--- src/verilog/rsStatsPkg.sv ---
package rsStatsPkg;

    // One decoder result per codeword
    typedef struct packed {
        logic [7:0] errors;                     // Symbols corrected in this codeword
        logic       fail;                       // Codeword could not be corrected
    } cwResultT;

    // One summary per interleaved frame
    typedef struct packed {
        logic [11:0] errSum;                    // Corrected symbols of good codewords
        logic        failed;                    // At least one codeword failed
    } frameSumT;

    // Control register, low half of word 0
    typedef struct packed {
        logic [7:0] fill;                       // Virtual fill Q, only stored for the decoder
        logic [3:0] interleave;                 // Interleave depth I
        logic [2:0] spare;                      // Reads back what was written
        logic       rIndex;                     // 1 selects RS(255,223), 0 RS(255,239)
    } rsCtrlT;

    // Status register, word 1, cleared by reading it
    typedef struct packed {
        logic [7:0]  failCnt;                   // Failed frames
        logic [7:0]  frameCnt;                  // Frames seen since last read
        logic [15:0] errCnt;                    // Corrected symbols since last read
    } statusT;

    // Word addresses within the 5 bit byte address
    localparam logic [2:0] ctrlAddr   = 3'd0;
    localparam logic [2:0] statusAddr = 3'd1;

    // Depth 1, RS(255,239), no fill
    localparam rsCtrlT ctrlReset = 16'h0010;

    // Correction capability per rIndex setting
    localparam logic [7:0] eRs239 = 8'd8;
    localparam logic [7:0] eRs223 = 8'd16;

    // Deepest interleave the assembler supports
    localparam logic [3:0] maxDepth = 4'd8;

    // Default number of summaries held while a status read is in progress
    localparam int fifoDepth = 4;

endpackage

--- src/verilog/rsFrameAssembler.sv ---
module rsFrameAssembler (
    input  logic                busClk,
    input  logic                rstN,
    input  logic                cwValid,       // One strobe per decoded codeword
    input  rsStatsPkg::cwResultT cwResult,
    input  rsStatsPkg::rsCtrlT  control,
    output logic                sumValid,      // One strobe per finished frame
    output rsStatsPkg::frameSumT sumData
);
    import rsStatsPkg::*;

    logic [3:0]  cwCnt;                         // Codewords already in the current frame
    logic [3:0]  depthLat;                      // Depth latched at frame start
    logic [3:0]  frameDepth;                    // Depth that applies to this codeword
    logic [11:0] errAcc;                        // Running error sum of the frame
    logic        failAcc;                       // Running fail flag of the frame
    logic [11:0] accBase;                       // Sum to add onto, zero at frame start
    logic        failBase;
    logic [7:0]  cwErr;                         // Errors that count toward the sum
    logic [12:0] sumWide;                       // One spare bit to catch overflow
    logic        frameStart;
    logic        lastCw;

    // Only the CCSDS depths are legal, anything else runs as depth 1
    function automatic logic [3:0] decodeDepth(input logic [3:0] depthIn);
        logic [3:0] depthOut;
        case (depthIn)
            4'd1, 4'd2, 4'd3, 4'd4, 4'd5, 4'd8: depthOut = depthIn;
            default:                             depthOut = 4'd1;
        endcase
        return depthOut;
    endfunction

    assign frameStart = (cwCnt == 4'd0);
    assign frameDepth = frameStart ? decodeDepth(control.interleave) : depthLat;
    assign lastCw     = cwValid && (cwCnt + 4'd1 == frameDepth);

    // A failed codeword has no meaningful correction count
    assign cwErr    = cwResult.fail ? 8'd0 : cwResult.errors;
    assign accBase  = frameStart ? 12'd0 : errAcc;
    assign failBase = frameStart ? 1'b0 : failAcc;
    assign sumWide  = {1'b0, accBase} + {5'd0, cwErr};

    always_ff @(posedge busClk) begin
        if (!rstN) begin
            cwCnt    <= 4'd0;
            sumValid <= 1'b0;
        end else begin
            sumValid <= lastCw;                 // Summary leaves one cycle after last codeword
            if (cwValid) begin
                if (lastCw) begin
                    cwCnt <= 4'd0;              // Next codeword opens a new frame
                end else begin
                    cwCnt <= cwCnt + 4'd1;
                end
            end
        end
    end

    // Frame payload, meaningful only while a frame is open
    always_ff @(posedge busClk) begin
        if (cwValid) begin
            errAcc  <= sumWide[11:0];
            failAcc <= failBase | cwResult.fail;
            if (frameStart) begin
                depthLat <= frameDepth;         // Depth changes mid-frame are ignored
            end
        end
        if (lastCw) begin
            sumData.errSum <= sumWide[11:0];
            sumData.failed <= failBase | cwResult.fail;
        end
    end

    // Decoder must stay within its correction capability E
    assert property (@(posedge busClk) disable iff (!rstN)
        cwValid && !cwResult.fail |->
            cwResult.errors <= (control.rIndex ? eRs223 : eRs239))
        else $error("Codeword reports more corrections than E allows");

    // Depth at most 8 keeps the frame sum inside 12 bits
    assert property (@(posedge busClk) disable iff (!rstN)
        cwValid |-> !sumWide[12] && frameDepth <= maxDepth)
        else $error("Frame error sum overflowed");

endmodule

--- src/verilog/rsSummaryFifo.sv ---
module rsSummaryFifo #(
    parameter type payloadT = logic [7:0],
    parameter int  depth    = 4
) (
    input  logic    busClk,
    input  logic    rstN,
    input  logic    pushValid,                  // Strobe, must be taken or dropped
    input  payloadT pushData,
    input  logic    holdStats,                  // Freeze popping during a status read
    output logic    popValid,
    output payloadT popData,
    output logic    overflow                    // Sticky until reset
);
    localparam int ptrW = (depth > 1) ? $clog2(depth) : 1;
    localparam int cntW = $clog2(depth + 1);

    payloadT         mem [depth];
    logic [ptrW-1:0] wrPtr;
    logic [ptrW-1:0] rdPtr;
    logic [cntW-1:0] count;
    logic            empty;
    logic            full;
    logic            doPush;
    logic            doPop;

    assign empty  = (count == '0);
    assign full   = (count == cntW'(depth));
    assign doPush = pushValid && !full;
    assign doPop  = !holdStats && !empty;       // One stored entry per cycle

    function automatic logic [ptrW-1:0] nextPtr(input logic [ptrW-1:0] ptr);
        logic [ptrW-1:0] result;
        if (ptr == ptrW'(depth - 1)) begin
            result = '0;                        // Wrap, depth need not be a power of two
        end else begin
            result = ptr + 1'b1;
        end
        return result;
    endfunction

    always_ff @(posedge busClk) begin
        if (!rstN) begin
            wrPtr    <= '0;
            rdPtr    <= '0;
            count    <= '0;
            popValid <= 1'b0;
            overflow <= 1'b0;
        end else begin
            popValid <= doPop;
            if (doPush) begin
                wrPtr <= nextPtr(wrPtr);
            end
            if (doPop) begin
                rdPtr <= nextPtr(rdPtr);
            end
            count <= count + cntW'(doPush) - cntW'(doPop);
            if (pushValid && full) begin
                overflow <= 1'b1;               // Summary lost
            end
        end
    end

    always_ff @(posedge busClk) begin
        if (doPush) begin
            mem[wrPtr] <= pushData;
        end
        if (doPop) begin
            popData <= mem[rdPtr];
        end
    end

    assert property (@(posedge busClk) disable iff (!rstN) count <= cntW'(depth))
        else $error("FIFO count above depth");

endmodule

--- src/verilog/rsStatsCounters.sv ---
module rsStatsCounters (
    input  logic                 busClk,
    input  logic                 rstN,
    input  logic                 popValid,     // One frame summary
    input  rsStatsPkg::frameSumT popData,
    input  logic                 statusRead,   // Clear after the bus read the status
    output rsStatsPkg::statusT   status
);
    import rsStatsPkg::*;

    statusT      statusNxt;
    logic [16:0] errWide;                       // Carry out means errCnt saturates

    assign errWide = {1'b0, status.errCnt} + 17'(popData.errSum);

    always_comb begin
        statusNxt = status;
        if (status.frameCnt != 8'hFF) begin
            statusNxt.frameCnt = status.frameCnt + 8'd1;
        end
        if (popData.failed && (status.failCnt != 8'hFF)) begin
            statusNxt.failCnt = status.failCnt + 8'd1;
        end
        statusNxt.errCnt = errWide[16] ? 16'hFFFF : errWide[15:0];
    end

    always_ff @(posedge busClk) begin
        if (!rstN) begin
            status <= '0;
        end else if (statusRead) begin
            status <= '0;                       // Clear beats a pop in the same cycle
        end else if (popValid) begin
            status <= statusNxt;
        end
    end

    // Counters only move down through a status read or reset
    assert property (@(posedge busClk) disable iff (!rstN)
        !statusRead |=>
            (status.failCnt  >= $past(status.failCnt))  &&
            (status.frameCnt >= $past(status.frameCnt)) &&
            (status.errCnt   >= $past(status.errCnt)))
        else $error("Status counter decreased without a read");

    // The hold on the FIFO keeps pops away from the clear
    assert property (@(posedge busClk) disable iff (!rstN)
        statusRead |-> !popValid)
        else $error("Frame summary lost to a status clear");

endmodule

--- src/verilog/rsRegs.sv ---
module rsRegs (
    input  logic               busClk,
    input  logic               rstN,
    input  logic               cs,             // Held for the whole access
    input  logic [4:0]         addr,           // Byte address
    input  logic [31:0]        dataIn,
    input  logic [3:0]         byteEn,         // Per-lane write enables
    input  rsStatsPkg::statusT status,
    output logic [31:0]        dataOut,
    output rsStatsPkg::rsCtrlT control,
    output logic               statusRead,     // One cycle when cs drops after status access
    output logic               holdStats       // Status access in progress
);
    import rsStatsPkg::*;

    logic [2:0] wordAddr;
    logic       ctrlSel;
    logic       statusSel;
    logic       statusSeen;                    // Status was addressed during this cs

    assign wordAddr  = addr[4:2];              // Byte offset ignored
    assign ctrlSel   = cs && (wordAddr == ctrlAddr);
    assign statusSel = cs && (wordAddr == statusAddr);

    assign holdStats  = statusSel;
    assign statusRead = !cs && statusSeen;     // First cycle after cs falls

    // Byte lanes 0 and 1 are the only writable ones
    always_ff @(posedge busClk) begin
        if (!rstN) begin
            control <= ctrlReset;
        end else if (ctrlSel) begin
            if (byteEn[0]) begin
                control[7:0] <= dataIn[7:0];   // Interleave, spare, rIndex
            end
            if (byteEn[1]) begin
                control[15:8] <= dataIn[15:8]; // Fill
            end
        end
    end

    always_ff @(posedge busClk) begin
        if (!rstN) begin
            statusSeen <= 1'b0;
        end else if (!cs) begin
            statusSeen <= 1'b0;                // Cleared together with the counters
        end else if (statusSel) begin
            statusSeen <= 1'b1;
        end
    end

    always_comb begin
        dataOut = 32'd0;                       // Idle bus and unmapped words read 0
        if (ctrlSel) begin
            dataOut = {16'd0, control};
        end else if (statusSel) begin
            dataOut = status;
        end
    end

endmodule

--- src/verilog/rsStatsTop.sv ---
module rsStatsTop #(
    parameter int fifoDepth = rsStatsPkg::fifoDepth
) (
    input  logic                 busClk,
    input  logic                 rstN,
    input  logic                 cwValid,      // From the decoder core
    input  rsStatsPkg::cwResultT cwResult,
    input  logic                 cs,
    input  logic [4:0]           addr,
    input  logic [31:0]          dataIn,
    input  logic [3:0]           byteEn,
    output logic [31:0]          dataOut,
    output rsStatsPkg::rsCtrlT   control,      // To the decoder core
    output logic                 fifoOverflow
);
    import rsStatsPkg::*;

    logic     sumValid;
    frameSumT sumData;
    logic     popValid;
    frameSumT popData;
    statusT   status;
    logic     statusRead;
    logic     holdStats;

    rsFrameAssembler i_rsFrameAssembler (
        .busClk   (busClk),
        .rstN     (rstN),
        .cwValid  (cwValid),
        .cwResult (cwResult),
        .control  (control),
        .sumValid (sumValid),
        .sumData  (sumData)
    );

    // Holds summaries while the status word is being read
    rsSummaryFifo #(
        .payloadT (frameSumT),
        .depth    (fifoDepth)
    ) i_rsSummaryFifo (
        .busClk    (busClk),
        .rstN      (rstN),
        .pushValid (sumValid),
        .pushData  (sumData),
        .holdStats (holdStats),
        .popValid  (popValid),
        .popData   (popData),
        .overflow  (fifoOverflow)
    );

    rsStatsCounters i_rsStatsCounters (
        .busClk     (busClk),
        .rstN       (rstN),
        .popValid   (popValid),
        .popData    (popData),
        .statusRead (statusRead),
        .status     (status)
    );

    rsRegs i_rsRegs (
        .busClk     (busClk),
        .rstN       (rstN),
        .cs         (cs),
        .addr       (addr),
        .dataIn     (dataIn),
        .byteEn     (byteEn),
        .status     (status),
        .dataOut    (dataOut),
        .control    (control),
        .statusRead (statusRead),
        .holdStats  (holdStats)
    );

endmodule

--- config.mk ---
export PLATFORM = sky130hd
export DESIGN_NAME = rsStatsTop
export DESIGN_NICKNAME = d
export VERILOG_FILES = /design/src/verilog/rsStatsPkg.sv /design/src/verilog/rsFrameAssembler.sv /design/src/verilog/rsSummaryFifo.sv /design/src/verilog/rsStatsCounters.sv /design/src/verilog/rsRegs.sv /design/src/verilog/rsStatsTop.sv
export SDC_FILE = /design/constraint.sdc
export NUM_CORES = 1
export LEC_CHECK = 0
export ABC_AREA = 1
export BUFFER_PORTS_ARGS = -buffer_cell sky130_fd_sc_hd__buf_4
export CORE_MARGIN = 1
export CORE_UTILIZATION = 41
export CTS_BUF_LIST = sky130_fd_sc_hd__clkbuf_8
export CTS_CLUSTER_SIZE = 24
export DETAILED_ROUTE_END_ITERATION = 8
export SLEW_MARGIN = 10
export SYNTH_ARGS = -nofsm -noshare
export SYNTH_HDL_FRONTEND = slang
export SYNTH_HIERARCHICAL = 1
export SYNTH_SLANG_ARGS = --single-unit
--- constraint.sdc ---
create_clock -name busClk -period 3.58 [get_ports busClk]
set_input_delay 0.179 -clock busClk [delete_from_list [all_inputs] [get_ports busClk]]
set_output_delay 0.179 -clock busClk [all_outputs]
set_load 0.05 [all_outputs]
==> impl_metrics.env <==
export IMPL_dp_slack_ns=0.752
export IMPL_startpoint_type="flop"
export IMPL_netlist_top_cell_by_area="edfxtp_1"
export IMPL_rsz0062_at_grt="false"
export IMPL_via_per_inst=4.57
export IMPL_hold_ws_ns=0.0464
export IMPL_finalHoldViolations=0
export IMPL_syn_num_nets=1059
export IMPL_wire_per_inst_um=12.2
export IMPL_fin_ws_ns=0.768
export IMPL_rows=51
export IMPL_grt_ovfl_total=0
export IMPL_worstSkewPairLatency_ns=0.45
export IMPL_ctsHtreeMaxLevel=4
export IMPL_period_minus_slack_ns=2.81
export IMPL_clock_root_buffer="clkbuf_8"
export IMPL_period_share_pct=78.5
export IMPL_cts_resized=0
export IMPL_clk_pin_slew_worst_paths_ns=0.09
export IMPL_holdBufCountCts=2
export IMPL_fill_cells=1919
export IMPL_status="finished, final reports clean"
export IMPL_vias=6084
export IMPL_synth_main_ff_cell="edfxtp_1"
export IMPL_drv_cap=0
export IMPL_tns_ns=0
export IMPL_die_h_um=144
export IMPL_grt_usage_pct=16.8
export IMPL_power_density_nw_per_um2=604
export IMPL_cp_end_kind="flop"
export IMPL_clk_path_buf_depth=2
export IMPL_wirelength_um=16300
export IMPL_nNetsFinal=1143
export IMPL_firstDrtPassIters=4
export IMPL_power_leakage_nw=4.22
export IMPL_die_area_um2=20600
export IMPL_synthCells=971
export IMPL_worstMarginPinSlew_ns=0.803
export IMPL_place_gp_congestion=0.845
export IMPL_synth_edf_count=95
export IMPL_max_freq_ghz=0.356
export IMPL_cts_sinks=158
export IMPL_synth_most_common_cell="nand2_1"
export IMPL_postCtsSetupRepairBufs=0
export IMPL_place_detailed_hpwl_um=11800
export IMPL_rrSetupSlack_ns=0.77
export IMPL_seq_area_frac_synth_pct=50.0
export IMPL_num_antenna_cells=0
export IMPL_port_buffers=82
export IMPL_final_antenna_net_count=0
export IMPL_cts_tree="built"
export IMPL_area_delta_synth_final_pct=15.3
export IMPL_pin_count=103
export IMPL_avgSynthCellArea_um2=8.47
export IMPL_crit_type="flop to flop"
export IMPL_initialDrtViolationCount=300
export IMPL_synth_top_cell_area_share_pct=34.7
export IMPL_antenna_found_initial=0
export IMPL_clock_skew_ns=0.0120
export IMPL_synth_area_top_cells="edfxtp_1 (35%), dfxtp_1 (15%), nand2_1 (8.7%), inv_1 (7.6%), nor2_1 (6.6%)"
export IMPL_ys_ff_latch=158
export IMPL_relSlewSlack_pct=46.4
export IMPL_path_max_fanout=14
export IMPL_grt_pass1_wl_um=26700
export IMPL_max_vdd_ir_drop_mv=0.259
export IMPL_setup_violations=0
export IMPL_drive_above_1_share_pct=15.5
export IMPL_grt_max_degree=29
export IMPL_slew_violations=0
export IMPL_synth_warnings=6
export IMPL_start_util_pct=42.0
export IMPL_synthDistinctLibCells=47
export IMPL_synth_cell_area_um2=8230
export IMPL_arrival_ns=3.00
export IMPL_yosys_top_cells_count="nand2_1 (190), inv_1 (166), nor2_1 (144), edfxtp_1 (95), dfxtp_1 (63)"
export IMPL_cp_required_ns=3.77
export IMPL_min_path_type="primary input to flop"
export IMPL_die_x_um=144
export IMPL_drc=0
export IMPL_async_reset_ff_share_pct=0
export IMPL_cts_made_buffers=17
export IMPL_fp_coreArea_um2=19600
export IMPL_grt_pass1_vias=5513
worst max-delay path, stage by stage (launching register included):
cell      delay [ns]
dfxtp_1         0.37
inv_1           0.12
ha_1            0.26
nand2_2         0.09
nor2_4          0.32
nor2_1          0.08
ha_1            0.22
fa_1            0.41
nand2_1         0.08
nand2_1         0.05
o21a_1          0.13
nand4_1         0.08
o211ai_1        0.13
xor2_1          0.20
flip-flops by register name, summed over array words and instances, names as in the netlist:
name and flops:
i_rsSummaryFifo/overflow 1, i_rsFrameAssembler/failAcc 1, i_rsRegs/control 16, i_rsSummaryFifo/popValid 1, i_rsFrameAssembler/cwCnt 4, i_rsRegs/statusSeen 1, i_rsSummaryFifo/wrPtr 2, i_rsStatsCounters/status 32
i_rsSummaryFifo/mem 52, i_rsSummaryFifo/popData 13, i_rsFrameAssembler/errAcc 12, i_rsFrameAssembler/sumData 13, i_rsSummaryFifo/rdPtr 2, i_rsFrameAssembler/depthLat 4, i_rsSummaryFifo/count 3, i_rsFrameAssembler/sumValid 1
through the flow:
step	power [W]	util [%]	cell area (µm²)	cells
6_report	0.00573	48.4	9490	1332
5_1_grt	0.00616	48.4	9490	1332
4_1_cts	0.00579	48.4	9490	1332
3_5_place_dp	0.00435	46.2	9040	1299
3_3_place_gp	0.00433	46.2	9040	1299
2_1_floorplan	0.00396	-	8230	971
layer usage:
metal,vias to the layer above,GRT usage [%],wire [µm]
li1,3283,-,-
met1,2716,21.5,7720
met2,75,28.7,8000
met3,10,3.70,431
met4,0,4.42,114
met5,-,0,0
power breakdown:
group	switching, W	leakage, nW	internal [W]
combinational	0.00116	2.60	0.000666
sequential	0.000233	1.40	0.00225
clock	0.000667	0.222	0.000760
total	0.00206	4.22	0.00368
cell families (layout without fill, tap and decap cells):
| logic type | after synthesis | count (layout) | share of synthesized area, % |
|---|---|---|---|
| and+or+nand+nor | 432 | 432 | 23.4 |
| buffers and inverters | 201 | 297 | 10.4 |
| DFF | 158 | 158 | 50.0 |
| AOI/OAI and AO/OA | 126 | 126 | 8.71 |
| adders and majority gates | 34 | 34 | 5.44 |
| xor gates and xnor gates | 20 | 20 | 2.13 |
path summary, 6_finish.rpt:
| check | startpoint | endpoint | depth (start not counted) |
|---|---|---|---|
| max | i_rsFrameAssembler/cwCnt[0]$_SDFFE_PN0P_ | i_rsFrameAssembler/sumData[9]$_DFFE_PP_ | 13 |
| min | dataIn[12] | i_rsRegs/control[12]$_SDFFE_PN0P_ | 5 |
| max reg2reg | i_rsFrameAssembler/cwCnt[0]$_SDFFE_PN0P_ | i_rsFrameAssembler/sumData[9]$_DFFE_PP_ | 13 |
| min reg2reg | i_rsRegs/statusSeen$_SDFFE_PN0P_ | i_rsRegs/statusSeen$_SDFFE_PN0P_ | 2 |
area by class of cell:
cell class / instances / area (µm²) / area share (%)
flip-flops and latches: 158 / 4110 / 43.4
clock inverters: 14 / 191 / 2.02
multi-input cells: 612 / 3260 / 34.4
repair buffers: 92 / 696 / 7.33
clock buffers: 17 / 234 / 2.47
well taps: 265 / 332 / 3.49
inverters: 174 / 661 / 6.96
placed cells by master (no fill, tap or decap), drive strengths merged, types with 10 or more instances in the layout:
cell type    n
nor2       153
nand4       21
xor2        10
nand3       45
inv        181
o22ai       13
xnor2       10
buf         90
o21ai       68
clkbuf      17
dfxtp       63
ha          31
edfxtp      95
a21oi       34
nand2      202
No activity file was read; power rests on OpenSTA's default activity.
